`src/hw/dct_macros.svh`:
```
// Global widths of the 1D DCT datapath
// Pack length and lane count are tied to the 8-point butterfly and must stay 8 and 4

`ifndef DCT_MACROS_SVH
`define DCT_MACROS_SVH

// Unsigned input pixel
`define DCT_PX_WIDTH 8

// Fraction bits of a DCT coefficient
`define DCT_COEF_FRACT_WIDTH 11

// Pixels per pack and multiplier lanes
`define DCT_PACK_LEN 8
`define DCT_LANES 4

// Multiplier operand, sign included
`define DCT_MULT_WIDTH (`DCT_PX_WIDTH + 2 + `DCT_COEF_FRACT_WIDTH)

// Adder tree result after two levels
`define DCT_OUT_WIDTH (`DCT_MULT_WIDTH + 2)

// Output data rounded up to whole bytes
`define DCT_TDATA_WIDTH ((((`DCT_OUT_WIDTH) + 7) / 8) * 8)

`endif

```
`src/hw/dct_stream_pkg.sv`:
```
// Beat and pack types at the stream side of the DCT engine
// Output data is a signed fixed-point value with DCT_COEF_FRACT_WIDTH fraction bits

`include "dct_macros.svh"

package dct_stream_pkg;

  // One input pixel beat, last marks line end and user marks frame start
  typedef struct packed {
    logic [`DCT_PX_WIDTH-1:0] data;
    logic                     last;
    logic                     user;
  } video_beat_t;

  // One output coefficient beat
  typedef struct packed {
    logic signed [`DCT_TDATA_WIDTH-1:0] data;
    logic                               last;
    logic                               user;
  } dct_beat_t;

  // Pixel after subtracting half the pixel range
  typedef logic signed [`DCT_PX_WIDTH:0] shifted_px_t;
  typedef shifted_px_t [`DCT_PACK_LEN-1:0] pack_px_t;

  // Eight pixels in arrival order, index 0 first, with pack flags
  typedef struct packed {
    pack_px_t px;
    logic     last;
    logic     user;
  } pixel_pack_t;

endpackage

```
`src/hw/dct_math_pkg.sv`:
```
// Arithmetic types, coefficient table and sign-magnitude helpers
// Coefficients are 0.5*cos(k*pi/16) scaled by 2^DCT_COEF_FRACT_WIDTH

`include "dct_macros.svh"

package dct_math_pkg;

  typedef logic signed [`DCT_PX_WIDTH+1:0] pair_t;
  typedef logic [`DCT_PX_WIDTH+1:0] pair_sm_t;
  typedef logic signed [`DCT_COEF_FRACT_WIDTH:0] coef_t;
  typedef logic signed [`DCT_MULT_WIDTH-1:0] lane_product_t;
  typedef logic [`DCT_MULT_WIDTH-1:0] product_sm_t;

  typedef struct packed {
    pair_t [`DCT_LANES-1:0] sum;
    pair_t [`DCT_LANES-1:0] diff;
    logic                   last;
    logic                   user;
  } butterfly_t;

  typedef struct packed {
    logic       run;
    logic [2:0] row;
    logic       first;
    logic       last;
  } row_ctl_t;

  // Even rows act on mirrored sums, odd rows on mirrored differences
  // c1..c7 are 1004 946 851 724 569 392 200
  localparam coef_t DCT_COEFS [`DCT_PACK_LEN][`DCT_LANES] = '{
    '{ 724,   724,   724,   724},
    '{1004,   851,   569,   200},
    '{ 946,   392,  -392,  -946},
    '{ 851,  -200, -1004,  -569},
    '{ 724,  -724,  -724,   724},
    '{ 569, -1004,   200,   851},
    '{ 392,  -946,   946,  -392},
    '{ 200,  -569,   851, -1004}
  };

  function automatic pair_sm_t to_sign_mag(input pair_t value);
    pair_sm_t result;
    result = value;
    if (value[`DCT_PX_WIDTH+1])
    begin
      result[`DCT_PX_WIDTH:0] = ~value[`DCT_PX_WIDTH:0] + 1'b1;
    end
    return result;
  endfunction

  // Negative zero from the multiplier folds to plain zero
  function automatic lane_product_t to_twos(input product_sm_t value);
    lane_product_t result;
    result = {1'b0, value[`DCT_MULT_WIDTH-2:0]};
    if (value[`DCT_MULT_WIDTH-1] && (|value[`DCT_MULT_WIDTH-2:0]))
    begin
      result[`DCT_MULT_WIDTH-1]   = 1'b1;
      result[`DCT_MULT_WIDTH-2:0] = ~value[`DCT_MULT_WIDTH-2:0] + 1'b1;
    end
    return result;
  endfunction

endpackage

```
`src/hw/dct_pack_buffer.sv`:
```
// Two-slot ping-pong buffer collecting level-shifted pixels into packs of 8
// Line length must be a multiple of DCT_PACK_LEN, which must be a power of two

`timescale 1ns/1ps

`include "dct_macros.svh"

module dct_pack_buffer
  import dct_stream_pkg::*;
(
  input  logic        clk_i,
  input  logic        rst_i,
  input  video_beat_t video_i,
  input  logic        video_valid_i,
  output logic        video_ready_o,
  input  logic        pack_take_i,
  output pixel_pack_t pack_o,
  output logic        pack_valid_o
);

  localparam int CNT_WIDTH = $clog2(`DCT_PACK_LEN);
  localparam shifted_px_t HALF_RANGE = (`DCT_PX_WIDTH + 1)'(2 ** (`DCT_PX_WIDTH - 1));

  pack_px_t               slot_px [2];
  logic [1:0]             full;
  logic [1:0]             slot_last;
  logic [1:0]             slot_user;
  logic                   wr_ptr;
  logic                   rd_ptr;
  logic [CNT_WIDTH-1:0]   px_cnt;
  logic                   accept;
  logic                   pack_done;
  shifted_px_t            px_shifted;

  // A slot being written is never full, so it cannot be the one read
  assign video_ready_o = !full[wr_ptr];
  assign accept        = video_valid_i && video_ready_o;
  assign pack_done     = accept && (px_cnt == CNT_WIDTH'(`DCT_PACK_LEN - 1));
  assign px_shifted    = {1'b0, video_i.data} - HALF_RANGE;

  // New pixel enters at the top, so the first one ends at index 0
  always_ff @(posedge clk_i)
    if (accept)
      slot_px[wr_ptr] <= {px_shifted, slot_px[wr_ptr][`DCT_PACK_LEN-1:1]};

  always_ff @(posedge clk_i, posedge rst_i)
    if (rst_i)
    begin
      wr_ptr    <= 1'b0;
      rd_ptr    <= 1'b0;
      px_cnt    <= '0;
      full      <= 2'b00;
      slot_last <= 2'b00;
      slot_user <= 2'b00;
    end
    else
    begin
      if (accept)
        px_cnt <= px_cnt + 1'b1;
      if (pack_done)
        wr_ptr <= !wr_ptr;
      if (pack_take_i)
      begin
        rd_ptr            <= !rd_ptr;
        full[rd_ptr]      <= 1'b0;
        slot_last[rd_ptr] <= 1'b0;
        slot_user[rd_ptr] <= 1'b0;
      end
      if (pack_done)
        full[wr_ptr] <= 1'b1;
      // Flags of the whole pack collect any beat that carried them
      if (accept && video_i.last)
        slot_last[wr_ptr] <= 1'b1;
      if (accept && video_i.user)
        slot_user[wr_ptr] <= 1'b1;
    end

  assign pack_valid_o = full[rd_ptr];
  assign pack_o.px    = slot_px[rd_ptr];
  assign pack_o.last  = slot_last[rd_ptr];
  assign pack_o.user  = slot_user[rd_ptr];

endmodule

```
`src/hw/dct_butterfly.sv`:
```
// Mirrored sums and differences of one pack, registered on take
// Pairs are pixel j with pixel 7-j, sign-extended by one bit first

`timescale 1ns/1ps

`include "dct_macros.svh"

module dct_butterfly
  import dct_stream_pkg::*;
  import dct_math_pkg::*;
(
  input  logic        clk_i,
  input  logic        rst_i,
  input  pixel_pack_t pack_i,
  input  logic        load_i,
  output butterfly_t  bfly_o
);

  pair_t                  px_ext [`DCT_PACK_LEN];
  pair_t [`DCT_LANES-1:0] sum_q;
  pair_t [`DCT_LANES-1:0] diff_q;
  logic                   last_q;
  logic                   user_q;

  always_comb
    for (int i = 0; i < `DCT_PACK_LEN; i++)
      px_ext[i] = {pack_i.px[i][`DCT_PX_WIDTH], pack_i.px[i]};

  always_ff @(posedge clk_i)
    if (load_i)
      for (int j = 0; j < `DCT_LANES; j++)
      begin
        sum_q[j]  <= px_ext[j] + px_ext[`DCT_PACK_LEN-1-j];
        diff_q[j] <= px_ext[j] - px_ext[`DCT_PACK_LEN-1-j];
      end

  always_ff @(posedge clk_i, posedge rst_i)
    if (rst_i)
    begin
      last_q <= 1'b0;
      user_q <= 1'b0;
    end
    else if (load_i)
    begin
      last_q <= pack_i.last;
      user_q <= pack_i.user;
    end

  assign bfly_o.sum  = sum_q;
  assign bfly_o.diff = diff_q;
  assign bfly_o.last = last_q;
  assign bfly_o.user = user_q;

endmodule

```
`src/hw/dct_row_sequencer.sv`:
```
// Steps through output rows F0 to F7 of the pack held in the butterfly
// A new pack is taken while idle or on the last row of a running pack

`timescale 1ns/1ps

`include "dct_macros.svh"

module dct_row_sequencer
  import dct_math_pkg::*;
(
  input  logic       clk_i,
  input  logic       rst_i,
  input  logic       pack_valid_i,
  input  logic       advance_i,
  // Bit 1 is the pack's last flag, bit 0 its user flag
  input  logic [1:0] flags_i,
  output logic       pack_take_o,
  output row_ctl_t   row_o
);

  localparam logic [2:0] LAST_ROW = 3'(`DCT_PACK_LEN - 1);

  logic       run_q;
  logic [2:0] row_q;
  logic       row_end;

  assign row_end     = run_q && (row_q == LAST_ROW) && advance_i;
  assign pack_take_o = pack_valid_i && (!run_q || row_end);

  always_ff @(posedge clk_i, posedge rst_i)
    if (rst_i)
      run_q <= 1'b0;
    else if (pack_take_o)
      run_q <= 1'b1;
    else if (row_end)
      run_q <= 1'b0;

  // Wraps back to row 0 after row 7, ready for the next pack
  always_ff @(posedge clk_i, posedge rst_i)
    if (rst_i)
      row_q <= 3'd0;
    else if (run_q && advance_i)
      row_q <= row_q + 1'b1;

  assign row_o.run   = run_q;
  assign row_o.row   = row_q;
  // User goes with F0, last goes with F7
  assign row_o.first = run_q && (row_q == 3'd0) && flags_i[0];
  assign row_o.last  = run_q && (row_q == LAST_ROW) && flags_i[1];

endmodule

```
`src/hw/dct_mult_lane.sv`:
```
// One multiplier lane, serving column LANE of the coefficient table
// Multiplies in sign-magnitude and returns a two's complement product

`timescale 1ns/1ps

`include "dct_macros.svh"

module dct_mult_lane
  import dct_math_pkg::*;
#(
  parameter int LANE = 0
)(
  input  logic          clk_i,
  input  logic          rst_i,
  input  logic          advance_i,
  input  row_ctl_t      row_i,
  input  pair_t         sum_i,
  input  pair_t         diff_i,
  output lane_product_t product_o
);

  localparam int MAG_WIDTH  = `DCT_MULT_WIDTH - 1;
  localparam int PROD_WIDTH = 2 * MAG_WIDTH;

  pair_sm_t                         operand_sm;
  coef_t                            coef;
  logic [`DCT_COEF_FRACT_WIDTH-1:0] coef_mag;
  logic [`DCT_MULT_WIDTH-1:0]       op_q;
  logic [`DCT_MULT_WIDTH-1:0]       coef_q;
  logic [PROD_WIDTH-1:0]            prod_mag_q;
  logic                             prod_sign_q;

  // Odd rows use the differences
  assign operand_sm = to_sign_mag(row_i.row[0] ? diff_i : sum_i);
  assign coef       = DCT_COEFS[row_i.row][LANE];
  assign coef_mag   = coef[`DCT_COEF_FRACT_WIDTH] ? `DCT_COEF_FRACT_WIDTH'(-coef) :
                                                    coef[`DCT_COEF_FRACT_WIDTH-1:0];

  always_ff @(posedge clk_i, posedge rst_i)
    if (rst_i)
    begin
      op_q        <= '0;
      coef_q      <= '0;
      prod_mag_q  <= '0;
      prod_sign_q <= 1'b0;
    end
    else if (advance_i)
    begin
      // Operand magnitude is placed above the fraction bits
      op_q        <= {operand_sm, `DCT_COEF_FRACT_WIDTH'(0)};
      coef_q      <= {coef[`DCT_COEF_FRACT_WIDTH], (`DCT_PX_WIDTH + 1)'(0), coef_mag};
      prod_mag_q  <= op_q[MAG_WIDTH-1:0] * coef_q[MAG_WIDTH-1:0];
      prod_sign_q <= op_q[`DCT_MULT_WIDTH-1] ^ coef_q[`DCT_MULT_WIDTH-1];
    end

  // Middle slice keeps the integer part of the pair and all fraction bits
  // The upper bits are always zero for pixel-range operands
  assign product_o = to_twos({prod_sign_q,
                              prod_mag_q[PROD_WIDTH-`DCT_PX_WIDTH-2:`DCT_COEF_FRACT_WIDTH]});

endmodule

```
`src/hw/dct_output_stage.sv`:
```
// Two-level adder tree, output register and pipeline-advance control
// The whole pipeline stalls while the output holds a beat that is not read

`timescale 1ns/1ps

`include "dct_macros.svh"

module dct_output_stage
  import dct_math_pkg::*;
  import dct_stream_pkg::*;
(
  input  logic                           clk_i,
  input  logic                           rst_i,
  input  row_ctl_t                       row_i,
  input  lane_product_t [`DCT_LANES-1:0] products_i,
  input  logic                           dct_ready_i,
  output logic                           advance_o,
  output dct_beat_t                      dct_o,
  output logic                           dct_valid_o
);

  localparam int SUM_WIDTH  = `DCT_MULT_WIDTH + 1;
  localparam int PIPE_DEPTH = 4;

  logic [1:0][SUM_WIDTH-1:0]  add_q;
  logic [`DCT_OUT_WIDTH-1:0]  dct_q;
  logic [PIPE_DEPTH-1:0]      valid_pipe;
  logic [PIPE_DEPTH-1:0]      first_pipe;
  logic [PIPE_DEPTH-1:0]      last_pipe;

  assign advance_o = !dct_valid_o || dct_ready_i;

  always_ff @(posedge clk_i)
    if (advance_o)
    begin
      add_q[0] <= {products_i[0][`DCT_MULT_WIDTH-1], products_i[0]} +
                  {products_i[1][`DCT_MULT_WIDTH-1], products_i[1]};
      add_q[1] <= {products_i[2][`DCT_MULT_WIDTH-1], products_i[2]} +
                  {products_i[3][`DCT_MULT_WIDTH-1], products_i[3]};
      dct_q    <= {add_q[0][SUM_WIDTH-1], add_q[0]} +
                  {add_q[1][SUM_WIDTH-1], add_q[1]};
    end

  // Row control crosses two lane stages and two adder stages
  always_ff @(posedge clk_i, posedge rst_i)
    if (rst_i)
    begin
      valid_pipe <= '0;
      first_pipe <= '0;
      last_pipe  <= '0;
    end
    else if (advance_o)
    begin
      valid_pipe <= {valid_pipe[PIPE_DEPTH-2:0], row_i.run};
      first_pipe <= {first_pipe[PIPE_DEPTH-2:0], row_i.first};
      last_pipe  <= {last_pipe[PIPE_DEPTH-2:0], row_i.last};
    end

  assign dct_o.data  = `DCT_TDATA_WIDTH'($signed(dct_q));
  assign dct_o.last  = last_pipe[PIPE_DEPTH-1];
  assign dct_o.user  = first_pipe[PIPE_DEPTH-1];
  assign dct_valid_o = valid_pipe[PIPE_DEPTH-1];

endmodule

```
`src/hw/dct_1d_top.sv`:
```
// 1D 8-point DCT on an unsigned pixel stream, one coefficient per beat
// Lines must be a multiple of 8 pixels; output order is F0 to F7 per pack

`timescale 1ns/1ps

`include "dct_macros.svh"

module dct_1d_top
  import dct_stream_pkg::*;
  import dct_math_pkg::*;
(
  input  logic        clk_i,
  input  logic        rst_i,
  input  video_beat_t video_i,
  input  logic        video_valid_i,
  output logic        video_ready_o,
  output dct_beat_t   dct_o,
  output logic        dct_valid_o,
  input  logic        dct_ready_i
);

  pixel_pack_t                    pack;
  logic                           pack_valid;
  logic                           pack_take;
  butterfly_t                     bfly;
  row_ctl_t                       row;
  logic                           advance;
  lane_product_t [`DCT_LANES-1:0] products;

  dct_pack_buffer u_pack_buffer (
    .clk_i         (clk_i),
    .rst_i         (rst_i),
    .video_i       (video_i),
    .video_valid_i (video_valid_i),
    .video_ready_o (video_ready_o),
    .pack_take_i   (pack_take),
    .pack_o        (pack),
    .pack_valid_o  (pack_valid)
  );

  dct_butterfly u_butterfly (
    .clk_i  (clk_i),
    .rst_i  (rst_i),
    .pack_i (pack),
    .load_i (pack_take),
    .bfly_o (bfly)
  );

  dct_row_sequencer u_row_sequencer (
    .clk_i        (clk_i),
    .rst_i        (rst_i),
    .pack_valid_i (pack_valid),
    .advance_i    (advance),
    .flags_i      ({bfly.last, bfly.user}),
    .pack_take_o  (pack_take),
    .row_o        (row)
  );

  for (genvar g = 0; g < `DCT_LANES; g++)
  begin : g_lane
    dct_mult_lane #(
      .LANE (g)
    ) u_mult_lane (
      .clk_i     (clk_i),
      .rst_i     (rst_i),
      .advance_i (advance),
      .row_i     (row),
      .sum_i     (bfly.sum[g]),
      .diff_i    (bfly.diff[g]),
      .product_o (products[g])
    );
  end

  dct_output_stage u_output_stage (
    .clk_i       (clk_i),
    .rst_i       (rst_i),
    .row_i       (row),
    .products_i  (products),
    .dct_ready_i (dct_ready_i),
    .advance_o   (advance),
    .dct_o       (dct_o),
    .dct_valid_o (dct_valid_o)
  );

endmodule

```
`config.mk`:
```
export PLATFORM = sky130hd
export DESIGN_NAME = dct_1d_top
export DESIGN_NICKNAME = d
export VERILOG_FILES = /design/src/hw/dct_stream_pkg.sv /design/src/hw/dct_math_pkg.sv /design/src/hw/dct_pack_buffer.sv /design/src/hw/dct_butterfly.sv /design/src/hw/dct_row_sequencer.sv /design/src/hw/dct_mult_lane.sv /design/src/hw/dct_output_stage.sv /design/src/hw/dct_1d_top.sv
export VERILOG_INCLUDE_DIRS = /design/src /design/src/hw
export SDC_FILE = /design/constraint.sdc
export NUM_CORES = 2
export LEC_CHECK = 0
export BUFFER_PORTS_ARGS = -buffer_cell sky130_fd_sc_hd__buf_2
export CAP_MARGIN = 30
export CORE_MARGIN = 1.5
export CORE_UTILIZATION = 55
export DETAILED_ROUTE_END_ITERATION = 12
export PLACE_DENSITY = 0.75
export REMOVE_ABC_BUFFERS = 1
export SYNTH_ARGS = -nofsm -noshare
export SYNTH_HDL_FRONTEND = slang
export SYNTH_SLANG_ARGS = --single-unit
```
`constraint.sdc`:
```
create_clock -name clk_i -period 7 [get_ports clk_i]
set_input_delay 1.4 -clock clk_i [delete_from_list [all_inputs] [get_ports clk_i]]
set_output_delay 1.4 -clock clk_i [all_outputs]
set_load 0.05 [all_outputs]
```
Word level (Yosys, flattened, before mapping):

Memory sizes are Yosys's and may differ from the RTL's.
Cells that the tools add are included.
Widths: inputs -> output; s select.

* memories: 2
* logic and storage cells: 169
* bits in registers: 392
* memory bits (writable): 144
* memory bits (read-only): 384
* input bits: 14

Memories
* (name not given): words 8, width 48, rd ports 1, clocked after Yosys merged registers in 0, write ports 0, RTL line dct_mult_lane.sv:35 `assign coef = DCT_COEFS[row_i.row][LANE];`
* u_pack_buffer.slot_px: words 2, width 72, rd ports 2, clocked after Yosys merged registers in 0, write ports 1, RTL line dct_pack_buffer.sv:24 `pack_px_t slot_px [2];`

* reductions and logical operators: 30
* $add $sub $neg: 26
* $lt $le $gt $ge: 5
* eq/ne operators: 2
* multiplexer cells: 40
* multipliers: 4
* bitwise logic cells: 20

Operator list (count)
* $mux 48: 2
* $mux 21: 4
* $add 20x1->20 const B: 4
* $mul 9x11->20: 4
* $not 20->20: 4
* $reduce_or 20->1: 4
* $add 21x21->22: 2
* $mux 11: 4
* $neg 11->11: 4
* $add 9x9->10: 4
* $mux 10: 4
* $sub 9x9->10: 4
* $add 9x1->9 const B: 4
* $mux 9: 4
* $not 9->9: 4
* $add 22x22->23: 1
* $logic_and 1x1->1: 17
* $mux 1: 14
* $mux 2: 6
* $sub 8x8->9 const B: 1
* $add 3x1->3 const B: 2
* $and 2x2->2: 3
* $eq 3x3->1 const B: 2
* $or 2x2->2: 3
* 11 further kinds: 22

Longest topological paths before layout:

* word-level depth: 9
* gate-level depth with buffers: 20
* mapped depth without buffers: 18

Modules after synthesis:

From an unflattened synthesis, not the netlist that was laid out.

* cells, all modules: 4009
* area, all modules: 40452.5 µm²

By module, submodules not included
* dct_output_stage: cells an instance 580, sequential area each 2312.2 µm², area each 5904.4 µm², instances 1
* dct_pack_buffer: cells an instance 310, sequential area each 4119.0 µm², area each 5846.9 µm², instances 1
* dct_mult_lane at g_lane[2].u_mult_lane: cells an instance 658, sequential area each 1076.0 µm², area each 5808.1 µm², instances 1
* dct_mult_lane at g_lane[1].u_mult_lane: cells an instance 650, sequential area each 1076.0 µm², area each 5789.3 µm², instances 1
* dct_mult_lane at g_lane[3].u_mult_lane: cells an instance 646, sequential area each 1076.0 µm², area each 5773.0 µm², instances 1
* dct_mult_lane at g_lane[0].u_mult_lane: cells an instance 623, sequential area each 1026.0 µm², area each 5547.8 µm², instances 1
* dct_butterfly: cells an instance 522, sequential area each 2332.2 µm², area each 5544.1 µm², instances 1
* dct_row_sequencer: cells an instance 20, sequential area each 100.1 µm², area each 239.0 µm², instances 1

Least setup slack after synthesis:

No wires, ideal clock.

* kind: input-to-reg
* start: input video_valid_i
* end: register u_pack_buffer.px_cnt[1]
* path slack: -0.521 ns
* library setup time: 0.128 ns
* stages: 3
* arrival time: 7.393 ns
* cells stage by stage: nor3b_1 nor2_1 mux2_2

* longest elaborated chain between the ends: 1

RTL lines
* start: declaration: RTL line dct_1d_top.sv:15 `input logic video_valid_i,`
* $logic_and 1x1->1: RTL line dct_pack_buffer.sv:37 `assign accept = video_valid_i && video_ready_o;`
* end signal: assignment: RTL line dct_pack_buffer.sv:59 `px_cnt <= px_cnt + 1'b1;`
* end: declaration: RTL line dct_pack_buffer.sv:30 `logic [CNT_WIDTH-1:0] px_cnt;`

No other way between the ends.
A chain may end at the register's enable or synchronous reset.

Worst setup path after layout:

* start: register g_lane[2].u_mult_lane.prod_mag_q[13]
* end: register u_output_stage.add_q[36] (netlist name), data pin

* longest elaborated chain between the ends: 4
* elaborated cells on any way between the ends: 6

RTL lines
* start: declaration: RTL line dct_mult_lane.sv:30 `logic [PROD_WIDTH-1:0] prod_mag_q;`
* start signal: assignment: RTL line dct_mult_lane.sv:52 `prod_mag_q <= op_q[MAG_WIDTH-1:0] * coef_q[MAG_WIDTH-1:0];`
* $not 20->20 or $reduce_or 20->1 (tied branches): RTL line dct_math_pkg.sv:58, dct_math_pkg.sv:55
* $add 20x1->20 or $logic_and 1x1->1 (tied branches): RTL line dct_math_pkg.sv:58, dct_math_pkg.sv:55
* $mux 21 (*): RTL line dct_math_pkg.sv:55 `` if (value[`DCT_MULT_WIDTH-1] && (|value[`DCT_MULT_WIDTH-2:0])) ``
* $add 21x21->22 (*): RTL line dct_output_stage.sv:38 `` add_q[1] <= {products_i[2][`DCT_MULT_WIDTH-1], products_i[2]} + ``
* end: declaration: RTL line dct_output_stage.sv:25 `logic [1:0][SUM_WIDTH-1:0] add_q;`

Mark *: on every way between the ends. The rest lies on a longest branch, timed or not.

==> metrics.md <==
| Metric | Value |
|---|---|
| Status | complete, no violations |
| CTS Root Cell | clkbuf_16 |
| Number of fillers in the final layout | 5,695 |
| GRT Overall Usage | 0.2206 |
| Worst slew pin tran | 0.9876 ns |
| PostCTS Resize Cnt | 0 |
| Vias | 25.98k |
| Synth Area in Adders | 0.2404 |
| H-tree levels | 2 |
| Hpwl dp | about 58,000 µm |
| Multiplexer share of the synthesized area | 0.04773 |
| Main flop type after synthesis | edfxtp_1 |
| Clock-pin slew on the worst setup and hold paths | 0.06 ns |
| Top cells by area, synth | edfxtp_1, fa_1, dfrtp_1, ha_1, inv_1 |
| Syn avg cell area | 9.804 µm² |
| Crit path kind | flip-flop to flip-flop |
| Post CTS Setup Buffer Count | 0 |
| DP Worst Slack | 2.033 ns |
| Crit. End Element | flip-flop |
| YS warnings | 0 |
| Top cell type's share of synthesized area | 0.2131 |
| Die area | 0.07104 mm² |
| CP Launch Type | flip-flop |
| NumNets Final | 4,429 |
| Antenna-violating nets left | 0 |
| Grt total ovfl | 0 |
| Final WL | 75,970 µm |
| Ports | 42 |
| Period utilisation layout | 0.7104 |
| Worst-skew pair later-pin latency | 0.64 ns |
| Synth area leader | edfxtp_1 |
| Hold-fix buffers at CTS | 0 |
| Post-synthesis sequential area ratio | 0.3421 |
| First-pass GRT wire length | 128,600 µm |
| Avg WL per Cell | 15.79 µm |
| CTS tree | built |
| Antenna diodes | 0 |
| Row count | 96 |
| Post-synthesis xor/xnor area fraction | 0.05618 |
| Fraction of the mapped netlist area in compound gates | 0.1104 |
| CTS buffer count | 52 |
| EDFF count, synth | 271 |
| DRC | 0 |
| Setup-failing EPs final | 0 |
| Clk sinks | 468 |
| Final WS setup | 2.027 ns |
| Core region area | a little under 0.07 mm² |
| Syn-to-layout area delta | 7.013% |
| Max-Cap Viols | 0 |
| Max-slew violations | 0 |
| Crit-path max FO | 13 |
| Synth Area in Simple Gates | 0.1357 |
| CTS Buffer Depth | 3 |
| Die Width | 266.5 µm |
| Setup Total Neg Slack | 0 ns |
| Vias in the first global route | 25.85k |
| Synth unique cells | 73 |
| Syn Inst Count | 3,896 |
| FFs w/ async S/R, synth | 0.4209 |
| Fmax | around 200 MHz |
| Synth cell count leaders | inv_1, nand2_1, ha_1 |
| R2R Setup Slk | 2.03 ns |
| Critical Path RT | 7.34 ns |
| Min cycle time layout | approximately 5.0 ns |
| Count leader, synth | inv_1 |
| Die height | 266.5 µm |
| GP Congestion | 0.9328 |
| Vias per inst | approximately 5.4 |
| TritonRoute pass-1 iters | 5 |
| Initial DRC count | between 1k and 1.5k |
| Hold Vio Cnt, Final | 0 |
| #FFs+latches synth | 468 |
| Initial cell density of the core | 0.5559 |
| Fraction of layout cells with a size suffix above 1 | 0.06905 |
| Main combinational cell family by area after synthesis | adder cells |
| Synthesized cell area | 0.03820 mm² |
| PortBufs | 41 |
| Slew headroom | 0.3416 |
| Largest net degree at the start of global routing | 133 |
| Initial antenna violation count | 0 |
| Hold Path Class | flip-flop to flip-flop |
| RSZ-0062 raised after global routing | no |
| Clock Skews | 0.05347 ns |
| WP data arrival | ~5.3 ns |
==> metal layers <==
layer / part of all wire / track usage / vias up
met5: 0 / 0 / -
met4: 0.040 / 0.08707 / 0
met3: 0.039 / 0.02380 / 135
met2: 0.47 / 0.3681 / 523
met1: 0.46 / 0.2955 / 12430
li1: - / - / 12890
==> cell usage in the layout, fill, tap and decap left out, drive strengths merged, types with 61 or more instances in the layout <==
cell type	n
inv	509
ha	318
edfxtp	271
mux2	89
clkbuf	80
a21oi	191
a21o	61
xor2	78
xnor2	167
and2	209
dfrtp	197
nor2	187
mux2i	82
fa	260
nand2	427
o21ai	198
==> critical path, stage by stage (launching register included) <==
cell and delay [ns]:
dfrtp_1 0.42, nor3_1 0.38, nand3_1 0.23, or4_1 0.58, o41ai_2 0.40, buf_4 0.27
nor2_1 0.07, xor2_1 0.14, ha_1 0.38, nor2b_1 0.17, o31a_1 0.27, o41ai_1 0.45
o21ai_0 0.29, a221o_1 0.40, a21oi_1 0.17, xnor2_1 0.08
==> logic make-up after synthesis <==
logic type      count (synthesis)
simple gates                 1079
fa+ha+maj                     578
flops                         468
mux                           171
buf+inv                       678
compound gates                677
xor+xnor                      245
==> flip-flops by register name, indices dropped and copies added (netlist names), 3 cells and up <==
register                        flops
g_lane.u_mult_lane.coef_q          44
g_lane.u_mult_lane.op_q            40
g_lane.u_mult_lane.prod_mag_q      80
g_lane.u_mult_lane.prod_sign_q      4
u_butterfly.bfly_o                 76
u_output_stage.add_q               44
u_output_stage.dct_q               23
u_output_stage.first_pipe           4
u_output_stage.last_pipe            4
u_output_stage.valid_pipe           4
u_pack_buffer.px_cnt                3
u_pack_buffer.slot_px             128
u_row_sequencer.row_q               3
==> final cells by class <==
cell class              count  area [µm²]  share of cell area
inverters                 509        1926             0.04711
clock buffers              80        1614             0.03949
well taps                 931        1165             0.02850
clock inverters            18       207.7            0.005081
flip-flops and latches    468       13070              0.3198
multi-input cells        2750       22570              0.5522
repair buffers             56       317.8            0.007775
==> path summary, 6_finish.rpt <==
| kind | end | from | cells past startpoint |
|---|---|---|---|
| worst max-delay path | u_output_stage.add_q[36] | g_lane[2].u_mult_lane.prod_mag_q[13] | 15 |
| worst min-delay path | u_output_stage.last_pipe[3] | u_output_stage.last_pipe[3] | 2 |
| worst max register to register | u_output_stage.add_q[36] | g_lane[2].u_mult_lane.prod_mag_q[13] | 15 |
| worst min register to register | u_output_stage.last_pipe[3] | u_output_stage.last_pipe[3] | 2 |
| max in group asynchronous | u_row_sequencer.row_q[0] | rst_i | 3 |
| min in group asynchronous | u_pack_buffer.slot_user[0] | rst_i | 2 |
==> through the flow <==
stage / util / instances / hold WS [ns] / instance area [µm²]
after floorplan: - / 3727 / 0.4300 / 37530
after global placement: 0.5684 / 4714 / 0.4534 / 39050
after detailed placement: 0.5684 / 4714 / 0.4623 / 39050
after CTS: 0.5949 / 4812 / 0.4773 / 40880
after global routing: 0.5949 / 4812 / 0.5036 / 40880
final: 0.5949 / 4812 / 0.4714 / 40880
Power is not shown: default switching activity piles up to over one toggle a cycle in this logic, so the estimate is an artifact.
